File: src/color_proc_defs.svh
// color filter engine, global image parameters
// frame size, excluded border and histogram layout for the
// QQVGA RGB444 frame buffer
`ifndef COLOR_PROC_DEFS_SVH
`define COLOR_PROC_DEFS_SVH

`default_nettype none

// image size in pixels
`define IMG_COLS 160
`define IMG_ROWS 120

// columns and rows left out at each side of the image
// inner frame is cols 16..143, rows 8..111
`define BORDER_COLS 16
`define BORDER_ROWS 8

// histogram bins across the inner frame columns
`define HIST_BINS 8

// bits per color component in a buffer word
`define COMP_BITS 4

`default_nettype wire

`endif

File: src/color_pkg.sv
// color types for the filter engine
// buffer pixel word and the eight filter modes
`include "color_proc_defs.svh"
`default_nettype none

package color_pkg;

  // one color component
  typedef logic [`COMP_BITS-1:0] comp_t;

  // buffer word, red in the high nibble, then green, blue in the low nibble
  typedef logic [3*`COMP_BITS-1:0] pixel_t;

  // filter mode, value bits are R, G, B
  // a set bit names a component that has to be high
  typedef enum logic [2:0] {
    MODE_NONE    = 3'b000,
    MODE_RED     = 3'b100,
    MODE_GREEN   = 3'b010,
    MODE_BLUE    = 3'b001,
    MODE_YELLOW  = 3'b110,
    MODE_MAGENTA = 3'b101,
    MODE_CYAN    = 3'b011,
    MODE_WHITE   = 3'b111
  } color_mode_e;

endpackage

`default_nettype wire

File: src/frame_pkg.sv
// frame geometry and histogram types
// address, row and column types plus the bin count layout
`include "color_proc_defs.svh"
`default_nettype none

package frame_pkg;

  // frame and inner frame sizes
  localparam int IMG_PXLS   = `IMG_COLS * `IMG_ROWS;
  localparam int INNER_COLS = `IMG_COLS - 2 * `BORDER_COLS;
  localparam int INNER_ROWS = `IMG_ROWS - 2 * `BORDER_ROWS;
  localparam int BIN_COLS   = INNER_COLS / `HIST_BINS;

  // widths derived from the geometry
  localparam int PXL_ADDR_W  = $clog2(IMG_PXLS);
  localparam int COL_W       = $clog2(`IMG_COLS);
  localparam int ROW_W       = $clog2(`IMG_ROWS);
  localparam int BIN_IDX_W   = $clog2(`HIST_BINS);
  // bin index sits right above these inner column bits
  localparam int BIN_SHIFT   = $clog2(BIN_COLS);
  // 1664 per bin, 13312 in total
  localparam int BIN_CNT_W   = $clog2(BIN_COLS * INNER_ROWS + 1);
  localparam int TOTAL_CNT_W = $clog2(INNER_COLS * INNER_ROWS + 1);

  typedef logic [PXL_ADDR_W-1:0]  pxl_addr_t;
  typedef logic [COL_W-1:0]       col_t;
  typedef logic [ROW_W-1:0]       row_t;
  typedef logic [BIN_IDX_W-1:0]   bin_idx_t;
  typedef logic [BIN_CNT_W-1:0]   bin_cnt_t;
  typedef logic [TOTAL_CNT_W-1:0] total_cnt_t;
  typedef logic [`HIST_BINS-1:0][BIN_CNT_W-1:0] hist_t;

endpackage

`default_nettype wire

File: src/frame_scanner.sv
// frame scanner
// walks the source buffer in raster order once per new frame,
// tracks row and column, decodes inner frame and bin, and
// delays the write address and flags to the classifier output stage
`timescale 1ns/1ps
`include "color_proc_defs.svh"
`default_nettype none

module frame_scanner import frame_pkg::*; (
  input  logic      clk,
  input  logic      rst,
  input  logic      new_frame_i,
  output pxl_addr_t orig_addr_o,
  output logic      pxl_valid_o,
  output pxl_addr_t proc_addr_o,
  output logic      proc_we_o,
  output logic      in_frame_o,
  output bin_idx_t  bin_idx_o,
  output logic      last_pxl_o
);

  // stage 0, address on the read port
  logic      busy;
  pxl_addr_t cnt_pxl;
  col_t      col;
  row_t      row;
  logic      end_pxl;
  logic      end_ln;
  col_t      col_inner;
  logic      in_frame_s0;
  logic      last_s0;
  bin_idx_t  bin_s0;

  // stage 1, read data is back
  logic      valid_s1;
  logic      in_frame_s1;
  logic      last_s1;
  pxl_addr_t addr_s1;
  bin_idx_t  bin_s1;

  // stage 2, classifier result is registered
  logic      we_s2;
  logic      in_frame_s2;
  logic      last_s2;
  pxl_addr_t addr_s2;
  bin_idx_t  bin_s2;

  assign end_pxl = (cnt_pxl == PXL_ADDR_W'(IMG_PXLS - 1));
  assign end_ln  = (col == col_t'(`IMG_COLS - 1));

  // busy flag and raster counters
  // a start pulse is only taken while idle
  always_ff @(posedge clk or posedge rst) begin
    if (rst) begin
      busy    <= 1'b0;
      cnt_pxl <= '0;
      col     <= '0;
      row     <= '0;
    end else if (busy) begin
      if (end_pxl) begin
        busy    <= 1'b0;
        cnt_pxl <= '0;
        col     <= '0;
        row     <= '0;
      end else begin
        cnt_pxl <= cnt_pxl + 1'b1;
        if (end_ln) begin
          col <= '0;
          row <= row + 1'b1;
        end else begin
          col <= col + 1'b1;
        end
      end
    end else if (new_frame_i) begin
      busy <= 1'b1;
    end
  end

  // inner frame window
  assign in_frame_s0 = busy &&
                       (col >= col_t'(`BORDER_COLS)) &&
                       (col <  col_t'(`IMG_COLS - `BORDER_COLS)) &&
                       (row >= row_t'(`BORDER_ROWS)) &&
                       (row <  row_t'(`IMG_ROWS - `BORDER_ROWS));
  assign last_s0     = busy && end_pxl;

  // bin is the inner column divided by the bin width
  // outside the window the value is don't care
  assign col_inner = col - col_t'(`BORDER_COLS);
  assign bin_s0    = col_inner[BIN_SHIFT +: BIN_IDX_W];

  // control flags through the two stages
  always_ff @(posedge clk or posedge rst) begin
    if (rst) begin
      valid_s1    <= 1'b0;
      in_frame_s1 <= 1'b0;
      last_s1     <= 1'b0;
      we_s2       <= 1'b0;
      in_frame_s2 <= 1'b0;
      last_s2     <= 1'b0;
    end else begin
      valid_s1    <= busy;
      in_frame_s1 <= in_frame_s0;
      last_s1     <= last_s0;
      we_s2       <= valid_s1;
      in_frame_s2 <= in_frame_s1;
      last_s2     <= last_s1;
    end
  end

  // address and bin only matter while the flags above are set
  always_ff @(posedge clk) begin
    addr_s1 <= cnt_pxl;
    bin_s1  <= bin_s0;
    addr_s2 <= addr_s1;
    bin_s2  <= bin_s1;
  end

  assign orig_addr_o = cnt_pxl;
  assign pxl_valid_o = valid_s1;
  assign proc_addr_o = addr_s2;
  assign proc_we_o   = we_s2;
  assign in_frame_o  = in_frame_s2;
  assign bin_idx_o   = bin_s2;
  assign last_pxl_o  = last_s2;

  // writes never leave the buffer
  a_we_in_range: assert property (@(posedge clk) disable iff (rst)
    proc_we_o |-> (proc_addr_o < PXL_ADDR_W'(IMG_PXLS)));

endmodule

`default_nettype wire

File: src/color_classifier.sv
// color classifier
// steps the filter mode on each rising edge of the control input
// and registers a pass decision with its pixel, one cycle after
// the read data arrives
`timescale 1ns/1ps
`include "color_proc_defs.svh"
`default_nettype none

module color_classifier import color_pkg::*; (
  input  logic        clk,
  input  logic        rst,
  input  logic        proc_ctrl_i,
  input  pixel_t      orig_pxl_i,
  input  logic        pxl_valid_i,
  output color_mode_e mode_o,
  output logic        pass_o,
  output pixel_t      pxl_held_o
);

  logic        ctrl_s1;
  logic        ctrl_s2;
  logic        ctrl_rise;
  color_mode_e mode_next;
  comp_t       red;
  comp_t       grn;
  comp_t       blu;
  logic [2:0]  high_rgb;
  logic        match;

  // control input comes from a button or another clock domain
  always_ff @(posedge clk or posedge rst) begin
    if (rst) begin
      ctrl_s1 <= 1'b0;
      ctrl_s2 <= 1'b0;
    end else begin
      ctrl_s1 <= proc_ctrl_i;
      ctrl_s2 <= ctrl_s1;
    end
  end

  assign ctrl_rise = ctrl_s1 & ~ctrl_s2;

  // fixed mode cycle
  always_comb begin
    unique case (mode_o)
      MODE_NONE:    mode_next = MODE_RED;
      MODE_RED:     mode_next = MODE_GREEN;
      MODE_GREEN:   mode_next = MODE_BLUE;
      MODE_BLUE:    mode_next = MODE_YELLOW;
      MODE_YELLOW:  mode_next = MODE_MAGENTA;
      MODE_MAGENTA: mode_next = MODE_CYAN;
      MODE_CYAN:    mode_next = MODE_WHITE;
      MODE_WHITE:   mode_next = MODE_NONE;
      default:      mode_next = MODE_NONE;
    endcase
  end

  always_ff @(posedge clk or posedge rst) begin
    if (rst) begin
      mode_o <= MODE_NONE;
    end else if (ctrl_rise) begin
      mode_o <= mode_next;
    end
  end

  // split the buffer word into components
  assign red = orig_pxl_i[3*`COMP_BITS-1 -: `COMP_BITS];
  assign grn = orig_pxl_i[2*`COMP_BITS-1 -: `COMP_BITS];
  assign blu = orig_pxl_i[`COMP_BITS-1 -: `COMP_BITS];

  // level is the top two bits, high from level 2 up
  assign high_rgb = {(red[`COMP_BITS-1 -: 2] >= 2'd2),
                     (grn[`COMP_BITS-1 -: 2] >= 2'd2),
                     (blu[`COMP_BITS-1 -: 2] >= 2'd2)};

  // the high set has to equal the mode bits exactly
  assign match = (mode_o == MODE_NONE) || (high_rgb == mode_o);

  always_ff @(posedge clk or posedge rst) begin
    if (rst) begin
      pass_o <= 1'b0;
    end else begin
      pass_o <= pxl_valid_i && match;
    end
  end

  // held pixel goes to the write port next cycle
  always_ff @(posedge clk) begin
    if (pxl_valid_i) begin
      pxl_held_o <= orig_pxl_i;
    end
  end

  a_mode_legal: assert property (@(posedge clk) disable iff (rst)
    mode_o inside {MODE_NONE, MODE_RED, MODE_GREEN, MODE_BLUE,
                   MODE_YELLOW, MODE_MAGENTA, MODE_CYAN, MODE_WHITE});

endmodule

`default_nettype wire

File: src/histogram_accum.sv
// spatial histogram accumulator
// counts passing inner-frame pixels per 16-column bin and in total,
// publishes the counts with a done pulse once the last pixel is in
// and starts the next frame from zero
`timescale 1ns/1ps
`default_nettype none

module histogram_accum import frame_pkg::*; (
  input  logic       clk,
  input  logic       rst,
  input  logic       pass_i,
  input  logic       in_frame_i,
  input  bin_idx_t   bin_idx_i,
  input  logic       last_pxl_i,
  input  logic       write_i,
  output hist_t      hist_o,
  output total_cnt_t total_o,
  output logic       frame_done_o
);

  hist_t      run_bins;
  hist_t      bins_next;
  total_cnt_t run_total;
  total_cnt_t total_next;
  logic       count_en;
  logic       frame_end;

  assign count_en  = write_i && in_frame_i && pass_i;
  assign frame_end = write_i && last_pxl_i;

  // running counts with the current pixel added
  always_comb begin
    bins_next  = run_bins;
    total_next = run_total;
    if (count_en) begin
      bins_next[bin_idx_i] = run_bins[bin_idx_i] + 1'b1;
      total_next           = run_total + 1'b1;
    end
  end

  // running counters
  // cleared at frame end so the next frame starts from zero
  always_ff @(posedge clk or posedge rst) begin
    if (rst) begin
      run_bins  <= '0;
      run_total <= '0;
    end else if (frame_end) begin
      run_bins  <= '0;
      run_total <= '0;
    end else begin
      run_bins  <= bins_next;
      run_total <= total_next;
    end
  end

  // published counts
  // snapshot includes the last pixel of the frame
  always_ff @(posedge clk or posedge rst) begin
    if (rst) begin
      hist_o       <= '0;
      total_o      <= '0;
      frame_done_o <= 1'b0;
    end else begin
      frame_done_o <= frame_end;
      if (frame_end) begin
        hist_o  <= bins_next;
        total_o <= total_next;
      end
    end
  end

  // one pulse per frame, frames are far longer than a cycle
  a_done_single: assert property (@(posedge clk) disable iff (rst)
    frame_done_o |=> !frame_done_o);

endmodule

`default_nettype wire

File: src/color_proc.sv
// color filter and spatial histogram engine, top level
// scanner reads the source buffer, classifier filters each pixel,
// the processed buffer gets the pixel or black and the histogram
// of passing inner-frame pixels comes out per bin and in total
`timescale 1ns/1ps
`default_nettype none

module color_proc import color_pkg::*, frame_pkg::*; (
  input  logic        clk,
  input  logic        rst,
  input  logic        new_frame_i,
  input  logic        proc_ctrl_i,
  input  pixel_t      orig_pxl_i,
  output pxl_addr_t   orig_addr_o,
  output pxl_addr_t   proc_addr_o,
  output logic        proc_we_o,
  output pixel_t      proc_pxl_o,
  output color_mode_e mode_o,
  output logic        frame_done_o,
  output total_cnt_t  colorpxls_o,
  output bin_cnt_t    hist_bin0_o,
  output bin_cnt_t    hist_bin1_o,
  output bin_cnt_t    hist_bin2_o,
  output bin_cnt_t    hist_bin3_o,
  output bin_cnt_t    hist_bin4_o,
  output bin_cnt_t    hist_bin5_o,
  output bin_cnt_t    hist_bin6_o,
  output bin_cnt_t    hist_bin7_o
);

  logic     pxl_valid;
  logic     pass;
  pixel_t   pxl_held;
  logic     in_frame;
  bin_idx_t bin_idx;
  logic     last_pxl;
  hist_t    hist;

  frame_scanner u_scanner (
    .clk         (clk),
    .rst         (rst),
    .new_frame_i (new_frame_i),
    .orig_addr_o (orig_addr_o),
    .pxl_valid_o (pxl_valid),
    .proc_addr_o (proc_addr_o),
    .proc_we_o   (proc_we_o),
    .in_frame_o  (in_frame),
    .bin_idx_o   (bin_idx),
    .last_pxl_o  (last_pxl)
  );

  color_classifier u_classifier (
    .clk         (clk),
    .rst         (rst),
    .proc_ctrl_i (proc_ctrl_i),
    .orig_pxl_i  (orig_pxl_i),
    .pxl_valid_i (pxl_valid),
    .mode_o      (mode_o),
    .pass_o      (pass),
    .pxl_held_o  (pxl_held)
  );

  histogram_accum u_hist (
    .clk          (clk),
    .rst          (rst),
    .pass_i       (pass),
    .in_frame_i   (in_frame),
    .bin_idx_i    (bin_idx),
    .last_pxl_i   (last_pxl),
    .write_i      (proc_we_o),
    .hist_o       (hist),
    .total_o      (colorpxls_o),
    .frame_done_o (frame_done_o)
  );

  // rejected pixels are written as black
  assign proc_pxl_o = pass ? pxl_held : '0;

  // bin 0 is the leftmost
  assign hist_bin0_o = hist[0];
  assign hist_bin1_o = hist[1];
  assign hist_bin2_o = hist[2];
  assign hist_bin3_o = hist[3];
  assign hist_bin4_o = hist[4];
  assign hist_bin5_o = hist[5];
  assign hist_bin6_o = hist[6];
  assign hist_bin7_o = hist[7];

endmodule

`default_nettype wire

File: config.mk
export PLATFORM = sky130hd
export DESIGN_NAME = color_proc
export DESIGN_NICKNAME = d
export VERILOG_FILES = /design/src/color_pkg.sv /design/src/frame_pkg.sv /design/src/frame_scanner.sv /design/src/color_classifier.sv /design/src/histogram_accum.sv /design/src/color_proc.sv
export VERILOG_INCLUDE_DIRS = /design/src
export SDC_FILE = /design/constraint.sdc
export NUM_CORES = 1
export LEC_CHECK = 0
export BUFFER_PORTS_ARGS = -buffer_cell sky130_fd_sc_hd__clkbuf_2
export CAP_MARGIN = 10
export CORE_ASPECT_RATIO = 0.8
export CORE_MARGIN = 2
export CORE_UTILIZATION = 40
export DETAILED_ROUTE_END_ITERATION = 12
export GPL_TIMING_DRIVEN = 0
export PLACE_DENSITY_LB_ADDON = 0.15
export SYNTH_ARGS = -nofsm -noshare
export SYNTH_HDL_FRONTEND = slang
export SYNTH_SLANG_ARGS = --single-unit
File: constraint.sdc
create_clock -name clk -period 22 [get_ports clk]
set_clock_uncertainty 0.05 [all_clocks]
set_input_delay 5.5 -clock clk [delete_from_list [all_inputs] [get_ports clk]]
set_output_delay 5.5 -clock clk [all_outputs]
set_load 0.05 [all_outputs]
==> results of run 1 <==
final cells by class:
class / count / area (um2) / share of cell area
inverters: 15 / 63.81 / 0.004279
multi-input cells: 798 / 4696 / 0.3149
clock inverters: 17 / 267.8 / 0.01796
clock buffers: 39 / 897.1 / 0.06016
flip-flops and latches: 296 / 7287 / 0.4887
well taps: 413 / 516.7 / 0.03465
repair buffers: 165 / 848.3 / 0.05689
plain buffers: 75 / 335.3 / 0.02249
sequential cells by signal (all words and copies together) (netlist names), 7 cells and up:
| name | cells |
|---|---|
| u_hist.run_total | 14 |
| u_hist.total_o | 14 |
| u_scanner.addr_s1 | 15 |
| u_scanner.proc_addr_o | 15 |
| u_classifier.pxl_held_o | 12 |
| u_scanner.col | 8 |
| u_scanner.orig_addr_o | 15 |
| u_scanner.row | 7 |
| u_hist.run_bins | 88 |
| u_hist.hist_o | 88 |
synthesized netlist by cell type (all sizes together), types with 4 or more instances:
master	n	area share
a31oi	10	0.0051
ha	10	0.010
xor2	28	0.020
nand2b	11	0.0056
dfrtp	248	0.50
and3	26	0.013
clkbuf	57	0.017
mux2	9	0.0082
buf	18	0.0098
inv	15	0.0045
nand2	124	0.038
o21ai	105	0.042
nor2	158	0.048
o22ai	29	0.015
nand3	29	0.013
dfxtp	36	0.058
nor3	38	0.015
a22oi	4	0.0024
edfxtp	12	0.029
mux2i	60	0.049
nor2b	4	0.0020
mux4	8	0.015
and2	15	0.0076
xnor2	19	0.015
nand4	16	0.0081
a21oi	65	0.026
nor4	4	0.0032
how the worst min path moves through the flow:
| stage | from | cells past startpoint | endpoint |
|---|---|---|---|
| floorplan | u_scanner.bin_s1[0]$_DFF_P_ | 0 | u_scanner.bin_idx_o[0]$_DFF_P_ |
| global placement | u_scanner.addr_s1[3]$_DFF_P_ | 0 | u_scanner.proc_addr_o[3]$_DFF_P_ |
| detailed placement | u_scanner.bin_s1[0]$_DFF_P_ | 0 | u_scanner.bin_idx_o[0]$_DFF_P_ |
| CTS | u_scanner.addr_s1[8]$_DFF_P_ | 0 | u_scanner.proc_addr_o[8]$_DFF_P_ |
| global route | u_scanner.addr_s1[14]$_DFF_P_ | 0 | u_scanner.proc_addr_o[14]$_DFF_P_ |
| finish | u_scanner.addr_s1[8]$_DFF_P_ | 0 | u_scanner.proc_addr_o[8]$_DFF_P_ |
power by group through the flow:
stage / Sequential (mW) / Clock, mW / Combinational (mW)
3_3_place_gp: 0.621 / 0 / 0.299
5_1_grt: 0.617 / 0.626 / 0.326
3_5_place_dp: 0.622 / 0 / 0.302
6_report: 0.612 / 0.591 / 0.303
4_1_cts: 0.612 / 0.605 / 0.303
2_1_floorplan: 0.667 / 0 / 0.174
cell families after synthesis:
family                     count (synthesis)  share of synthesized area
xor gates and xnor gates                  47                    0.03509
adders and majority gates                 10                    0.01011
AOI/OAI and AO/OA                        229                     0.1029
and+or+nand+nor                          435                     0.1601
buffers and inverters                     90                    0.03165
DFF                                      296                     0.5889
muxes                                     77                    0.07128
metal layers:
layer | up-vias | wire [um]
li1 | 4492 | -
met2 | 282 | 14020
met3 | 47 | 2791
met4 | 0 | 736
met5 | - | 0
met1 | 4673 | 16880
==> results.json, run 1 <==
{
  "crit_cells": 3,
  "cts_resized": 0,
  "insertion_delay_ns": 0.57,
  "finalMaxSlewViolations": 0,
  "cts_buffer_depth": 3,
  "via_per_inst": 5.222,
  "place_ws_ns": 15.04,
  "setup_tns_ns": 0,
  "dpl_cell_area_um2": 13750,
  "layout_min_cycle_time_ns": 7.236,
  "leakage_nw": 7.105,
  "final_cell_mix": "248 x dfrtp_1, 164 x clkbuf_2, 158 x nor2_1, 124 x nand2_1, 99 x o21ai_0",
  "post-route-period-util": 0.3289,
  "drive_above_1_share": 0.1886,
  "routed_wl_um": 34430,
  "intPower_mw": 1.038,
  "overflow": 0,
  "top_usage_layer": "met1",
  "max-cap-violations": 0,
  "cts_buffers": 31,
  "grt_setup_unrepaired": "no",
  "crit_arrival_ns": 1.69,
  "post-dp-hpwl_um": 24490,
  "io_pins": 165,
  "slowest_stage": "dfrtp_1",
  "combPwrFrac": 0.201,
  "ys_seq_area_frac": 0.5889,
  "critPathMaxStageDelay_ns": 0.39,
  "cp_num_buf_inv": 2,
  "clkPwrFrac": 0.392,
  "start_kind": "flip-flop",
  "p_total_mw": 1.506,
  "cts_hold_buf": 0,
  "route.detailed.drc": 0,
  "postCtsSetupRepairBufs": 0,
  "finalWorstSetupSlack_ns": 14.76,
  "antenna_found_initial": 0,
  "holdWs_ns": 0.2719,
  "worst_pin_slew_ns": 1.225,
  "end_kind": "output pin",
  "core_area_um2": 30380,
  "ant_nets": 0,
  "pwr-share-seq": 0.406,
  "synthCells": 1184,
  "crit_required_ns": 16.45,
  "reg2reg_depth": 14,
  "syn_area_per_cell_um2": 10.45,
  "grt_use_met2": 0.3027,
  "hold_viol_final": 0,
  "crit_chain": "clkbuf_1 > and2_1 > clkbuf_2",
  "synth_area_um2": 12370,
  "synth_edf_count": 12,
  "slew_headroom": 0.1759,
  "drt-pass1-iter-count": 5,
  "synth_warnings": 0,
  "start_util": 0.4073,
  "syn-num-nets": 1210,
  "fmax_mhz": 138.2,
  "r2r_end": "u_hist.hist_o[61]$_DFFE_PP0P_",
  "synth_seq_cells": 296,
  "cts.sinks": 296,
  "p_switching_uw": 467.8,
  "die_area_um2": 32370,
  "fin_nets": 1408,
  "die_y_um": 161.3,
  "worstSetupPathType": "reg -> out",
  "grtUsageTotal": 0.2155,
  "cp_top_family": "buffers and inverters",
  "synth_cell_type_count": 54,
  "std_cell_rows": 57,
  "fill_cells": 2920,
  "antennaDiodeCount": 0,
  "cts_tree": "done",
  "wl_per_cell_um": 18.94,
  "cts_max_level": 1,
  "drt_iter0_markers": 618,
  "endpoint": "proc_pxl_o[8]",
  "peakVddDrop_mv": 0.1122,
  "layout_commonest_cell": "dfrtp_1",
  "r2r-start": "u_scanner.bin_idx_o[0]$_DFF_P_",
  "crit_start": "u_classifier.pass_o$_DFF_PP0_",
  "status": "completed",
  "area_growth_pct": 20.51,
  "switching_share": 0.3106,
  "die_x_um": 200.6,
  "grt_max_degree": 129,
  "grt_pass1_wl_um": 54680,
  "cts-root-buf": "clkbuf_16",
  "reg2reg_slack_ns": 18.18,
  "first_global_vias": 9245,
  "final_cell_area_um2": 14910,
  "grtUsageMet3": 0.05831,
  "power_density_nw_per_um2": 101.0,
  "cp_max_fo": 10,
  "io_buffer_count": 164,
  "gp_congestion": 0.8583,
  "async_reset_ff_frac": 0.8378,
  "dpl.cell_count": 1762,
  "setup-violations-final": 0,
  "clk_pin_slew_ns": 0.06,
  "ys.flop_type": "dfrtp_1",
  "grtUsageMet1": 0.3287,
  "hold_path.class": "reg -> reg",
  "finalNonFillerCells": 1818,
  "vias": 9494,
  "final_util": 0.4908
}
Power figures use the tool's default switching activity.
==> run 2: changes to the inputs <==
==> constraint.sdc (replaced) <==
create_clock -name clk -period 6.7 [get_ports clk]
set_clock_uncertainty 0.05 [all_clocks]
set_input_delay 1.675 -clock clk [delete_from_list [all_inputs] [get_ports clk]]
set_output_delay 1.675 -clock clk [all_outputs]
set_load 0.05 [all_outputs]
==> run 2 against run 1 <==
  * Utilization increased by 0.23 points
  * Hold slack better by 0.0014 ns
  * Global-route usage up 0.19 points
  * Worst setup slack got worse by 12 ns
  * Flip-flop and latch count is the same
  * Largest cell class unchanged
==> results.json, run 2 (same netlist as run 1, synthesis figures left out) <==
{
  "clkPwrFrac": 0.381,
  "setup_tns_ns": 0,
  "cts_hold_buf": 0,
  "setup-violations-final": 0,
  "first_global_vias": 9276,
  "slew_headroom": 0.2221,
  "cts.sinks": 296,
  "overflow": 0,
  "insertion_delay_ns": 0.57,
  "cts_buffers": 31,
  "antennaDiodeCount": 0,
  "cts_resized": 0,
  "place_ws_ns": 2.803,
  "worstSetupPathType": "reg -> reg",
  "dpl.cell_count": 1768,
  "drt-pass1-iter-count": 5,
  "crit_arrival_ns": 4.36,
  "routed_wl_um": 34920,
  "intPower_mw": 3.336,
  "fill_cells": 2873,
  "grtUsageTotal": 0.2175,
  "die_y_um": 161.3,
  "seqCellArea_um2": 7287,
  "cts-root-buf": "clkbuf_16",
  "worst_pin_slew_ns": 1.157,
  "layout_min_cycle_time_ns": 3.936,
  "max-cap-violations": 0,
  "fin_nets": 1414,
  "switching_share": 0.3155,
  "vias": 9549,
  "ant_nets": 0,
  "crit_required_ns": 7.12,
  "antenna_found_initial": 0,
  "finalMaxSlewViolations": 0,
  "clk_pin_slew_ns": 0.06,
  "area_growth_pct": 21.06,
  "final_cell_mix": "248 x dfrtp_1, 164 x clkbuf_2, 158 x nor2_1, 124 x nand2_1, 99 x o21ai_0",
  "start_kind": "flip-flop",
  "cts_buffer_depth": 3,
  "drive_above_1_share": 0.1933,
  "via_per_inst": 5.232,
  "leakage_nw": 7.134,
  "die_area_um2": 32370,
  "multi_input_area_um2": 4696,
  "io_pins": 165,
  "hold_viol_final": 0,
  "std_cell_rows": 57,
  "combPwrFrac": 0.206,
  "core_area_um2": 30380,
  "layout_commonest_cell": "dfrtp_1",
  "reg.largest.list": "u_hist.hist_o (88), u_hist.run_bins (88)",
  "grt_max_degree": 40,
  "finalNonFillerCells": 1825,
  "pwr-share-seq": 0.413,
  "route.detailed.drc": 0,
  "drt_iter0_markers": 643,
  "cts_tree": "done",
  "io_buffer_count": 164,
  "end_kind": "flip-flop",
  "finalWorstSetupSlack_ns": 2.764,
  "grt_pass1_wl_um": 55290,
  "p_switching_mw": 1.538,
  "postCtsSetupRepairBufs": 0,
  "wl_per_cell_um": 19.14,
  "start_util": 0.4073,
  "cts_max_level": 1,
  "power_density_nw_per_um2": 325.4,
  "cp_max_fo": 10,
  "peakVddDrop_mv": 0.3769,
  "fmax_mhz": 254.1,
  "hold_path.class": "reg -> reg",
  "status": "completed",
  "post-route-period-util": 0.5875,
  "gp_congestion": 0.8683,
  "grt_setup_unrepaired": "no",
  "die_x_um": 200.6,
  "post-dp-hpwl_um": 25130
}
## run 2: through the flow
step	utilization	total power, mW	instance area, um2	hold slack [ns]
2_1_floorplan	-	2.763	12380	0.2596
3_3_place_gp	0.4514	3.023	13720	0.2620
3_5_place_dp	0.4561	3.045	13860	0.2632
4_1_cts	0.4931	4.916	14980	0.2731
5_1_grt	0.4931	5.084	14980	0.2787
6_report	0.4931	4.874	14980	0.2732
## run 2: layer usage
| layer | vias to the layer above | GRT usage | part of all wire |
|---|---|---|---|
| li1 | 4498 | - | - |
| met1 | 4678 | 0.3248 | 0.48 |
| met2 | 318 | 0.3103 | 0.42 |
| met3 | 55 | 0.05630 | 0.083 |
| met4 | 0 | 0.06364 | 0.026 |
| met5 | - | 0 | 0 |
## run 2: final timing paths
path,startpoint,to,slack [ns],cells after the start
worst max-delay path,u_scanner.bin_idx_o[0]$_DFF_P_,u_hist.hist_o[50]$_DFFE_PP0P_,2.76,14
worst min-delay path,u_scanner.addr_s1[8]$_DFF_P_,u_scanner.proc_addr_o[8]$_DFF_P_,0.27,0
worst max register to register,u_scanner.bin_idx_o[0]$_DFF_P_,u_hist.hist_o[50]$_DFFE_PP0P_,2.76,14
worst min register to register,u_scanner.addr_s1[8]$_DFF_P_,u_scanner.proc_addr_o[8]$_DFF_P_,0.27,0
max in group asynchronous,rst,u_scanner.orig_addr_o[12]$_DFFE_PP0P_,4.65,4
min in group asynchronous,rst,u_hist.hist_o[80]$_DFFE_PP0P_,1.09,2
## run 2: power groups by stage
stage	combinational (mW)	clock (mW)	sequential, mW
after floorplan	0.571	0	2.19
after global placement	0.983	0	2.04
after detailed placement	1.00	0	2.04
after CTS	1.01	1.90	2.01
after global routing	1.09	1.97	2.03
final	1.00	1.86	2.01
## run 2: layout make-up
class                      count  share of cell area
sequential                   296              0.4864
multi-input combinational    798              0.3135
timing repair buffer         171             0.06414
clock buffer                  42             0.06264
tap                          413             0.03449
buffer                        75             0.02238
clock inverter                15             0.01244
inverter                      15            0.004009
## run 2: worst max-delay path, stage by stage, from the launching register on
cell	delay, ns
dfxtp_1	0.32
buf_6	0.17
buf_12	0.16
buf_4	0.23
mux2i_1	0.13
a22oi_1	0.26
o211ai_1	0.15
buf_2	0.24
inv_1	0.08
ha_1	0.17
nand4_1	0.17
nand3b_1	0.24
xnor2_1	0.84
mux2i_1	0.35
o21ai_0	0.26
==> run 3: changes to the inputs <==
--- a/config.mk
+++ b/config.mk
@@ -6,6 +6,7 @@
 export SDC_FILE = /design/constraint.sdc
 export NUM_CORES = 1
 export LEC_CHECK = 0
+export ABC_AREA = 1
 export BUFFER_PORTS_ARGS = -buffer_cell sky130_fd_sc_hd__clkbuf_2
 export CAP_MARGIN = 10
 export CORE_ASPECT_RATIO = 0.8
==> constraint.sdc (replaced) <==
create_clock -name clk -period 3.2 [get_ports clk]
set_clock_uncertainty 0.05 [all_clocks]
set_input_delay 0.8 -clock clk [delete_from_list [all_inputs] [get_ports clk]]
set_output_delay 0.8 -clock clk [all_outputs]
set_load 0.05 [all_outputs]
==> run 3 against run 2 <==
  * Synthesized cell count up 24%
  * Fmax up 32%
  * Critical path type unchanged
  * Utilization down 0.73 points
  * Non-clock buffer count down 13
  * Sequential power up 90%
  * Final cell count up 16%
  * Power up 63%
  * Die area up 2.4%
  * Flip-flop and latch count unchanged
  * Largest cell class unchanged
  * Register-to-register slack worse by 2.6 ns
==> results.json, run 3 <==
{
  "crit_chain": "buf_2 > nor2_1 > nand3_1 > nand2_1 > inv_1 > nand2_2 > buf_4 > ha_1 > inv_1 > nor2_4 > nand3_2 > nand3_1 > o21ai_0 > o21ai_1",
  "grt_setup_unrepaired": "no",
  "slowest_stage": "dfxtp_1",
  "routed_wl_um": 36070,
  "power_density_nw_per_um2": 521.5,
  "peakVddDrop_mv": 0.3880,
  "cts_buffers": 31,
  "end_kind": "flip-flop",
  "ys_seq_area_frac": 0.5749,
  "synth_edf_count": 12,
  "final_cell_area_um2": 15230,
  "drt_iter0_markers": 822,
  "post-route-period-util": 0.9337,
  "synth_commonest_cells": "454 x nand2_1, 248 x dfrtp_1, 141 x nor2_1",
  "clk_pin_slew_ns": 0.06,
  "hold_viol_final": 0,
  "grt_max_degree": 43,
  "grtUsageTotal": 0.2211,
  "start_kind": "flip-flop",
  "cp_num_buf_inv": 4,
  "crit_required_ns": 3.63,
  "ys.flop_type": "dfrtp_1",
  "worstSetupPathType": "reg -> reg",
  "layout_commonest_cell": "nand2_1",
  "final_cell_mix": "454 x nand2_1, 248 x dfrtp_1, 164 x clkbuf_2, 141 x nor2_1, 106 x inv_1",
  "first_global_vias": 10050,
  "grt_pass1_wl_um": 56840,
  "die_area_um2": 33140,
  "status": "completed",
  "ant_nets": 0,
  "syn-num-nets": 1490,
  "io_pins": 165,
  "dpl.cell_count": 2054,
  "syn_area_per_cell_um2": 8.658,
  "wl_per_cell_um": 17.09,
  "gp_congestion": 0.9132,
  "die_x_um": 203.0,
  "p_total_mw": 7.942,
  "route.detailed.drc": 0,
  "cts_max_level": 1,
  "cts_tree": "done",
  "finalMaxSlewViolations": 0,
  "setup_tns_ns": 0,
  "reg.largest.list": "u_hist.hist_o (88), u_hist.run_bins (88)",
  "synth_area_um2": 12670,
  "fmax_mhz": 334.7,
  "fill_cells": 3125,
  "drt-pass1-iter-count": 5,
  "start_util": 0.4043,
  "dpl_cell_area_um2": 14140,
  "overflow": 0,
  "worst_pin_slew_ns": 0.9552,
  "cp_max_fo": 10,
  "via_per_inst": 4.935,
  "io_buffer_count": 164,
  "max-cap-violations": 0,
  "synth_seq_cells": 296,
  "synth_warnings": 0,
  "area_growth_pct": 20.16,
  "insertion_delay_ns": 0.56,
  "synth_top_area_share": 0.4896,
  "cts_buffer_depth": 3,
  "fin_nets": 1693,
  "layout_min_cycle_time_ns": 2.988,
  "crit_arrival_ns": 3.41,
  "leakage_nw": 7.850,
  "synth_cell_type_count": 47,
  "async_reset_ff_frac": 0.8378,
  "yosysTopAreaCell": "dfrtp_1",
  "cts.sinks": 296,
  "cts-root-buf": "clkbuf_16",
  "core_area_um2": 31350,
  "setup-violations-final": 0,
  "synthTopCellsByArea": "dfrtp_1 49%, nand2_1 13%, dfxtp_1 5.7%",
  "synthCells": 1464,
  "cp_top_family": "simple AND/OR/NAND/NOR gates",
  "critPathMaxStageDelay_ns": 0.36,
  "std_cell_rows": 58,
  "die_y_um": 163.2,
  "synth_most_common_cell": "nand2_1",
  "hold_path.class": "in -> async",
  "vias": 10420,
  "slew_headroom": 0.3632,
  "finalNonFillerCells": 2111,
  "drive_above_1_share": 0.1733,
  "antennaDiodeCount": 0,
  "cts_hold_buf": 0,
  "post-dp-hpwl_um": 26070,
  "antenna_found_initial": 0
}
==> run 3: repair_timing <==
item,CTS,global route
gates resized for setup,1,2
setup buffers,0,0
setup endpoints to repair,1,8
==> run 3: layout make-up <==
class	count	area (um2)	area share
plain buffers	63	272.8	0.01791
clock buffers	43	932.1	0.06121
clock inverters	14	135.1	0.008873
inverters	115	435.4	0.02859
multi-input cells	990	4701	0.3087
flip-flops and latches	296	7287	0.4785
well taps	420	525.5	0.03451
repair buffers	170	940.9	0.06178
==> run 3: path summary, 6_finish.rpt <==
kind / from / to / slack (ns) / depth (start not counted)
min in group clk: u_scanner.addr_s1[2]$_DFF_P_ / u_scanner.proc_addr_o[2]$_DFF_P_ / 0.28 / 0
max in group asynchronous: rst / u_hist.run_bins[41]$_DFF_PP0_ / 1.68 / 5
worst max register to register: u_scanner.bin_idx_o[2]$_DFF_P_ / u_hist.hist_o[37]$_DFFE_PP0P_ / 0.21 / 14
worst max-delay path: u_scanner.bin_idx_o[2]$_DFF_P_ / u_hist.hist_o[37]$_DFFE_PP0P_ / 0.21 / 14
worst min register to register: u_scanner.addr_s1[2]$_DFF_P_ / u_scanner.proc_addr_o[2]$_DFF_P_ / 0.28 / 0
worst min-delay path: rst / u_classifier.ctrl_s2$_DFF_PP0_ / 0.25 / 2
==> run 3: routing by layer <==
metal | GRT usage | vias to the layer above | wire length [um]
met5 | 0 | - | 0
met4 | 0.04678 | 0 | 680
met3 | 0.05188 | 51 | 2864
met2 | 0.3134 | 328 | 14600
met1 | 0.3416 | 4940 | 17930
li1 | - | 5098 | -
==> run 3: report_power, final <==
group	leakage [nW]	internal (mW)	switching, mW
clock network	0.526	2.19	1.51
logic	3.49	0.0947	0.324
registers	3.83	3.79	0.0348
total	7.85	6.07	1.87
==> run 3: stage by stage <==
step	setup WS (ns)	hold WS, ns	utilization
2_1_floorplan	-0.9097	0.2596	-
3_3_place_gp	-2.554	0.2608	0.4474
3_5_place_dp	-0.003155	0.2621	0.4512
4_1_cts	0.2550	0.2641	0.4855
5_1_grt	0.01604	0.2745	0.4858
6_report	0.2123	0.2518	0.4858
==> run 3: kinds of logic (layout without fill, tap and decap cells) <==
family / count (synthesis) / count (layout) / share of synthesized area
and+or+nand+nor: 762 / 762 / 0.2531
DFF: 296 / 296 / 0.5749
buffers and inverters: 178 / 405 / 0.05538
AOI/OAI and AO/OA: 175 / 175 / 0.07552
xor gates and xnor gates: 34 / 34 / 0.02409
adders and majority gates: 10 / 10 / 0.009872
muxes: 9 / 9 / 0.007108
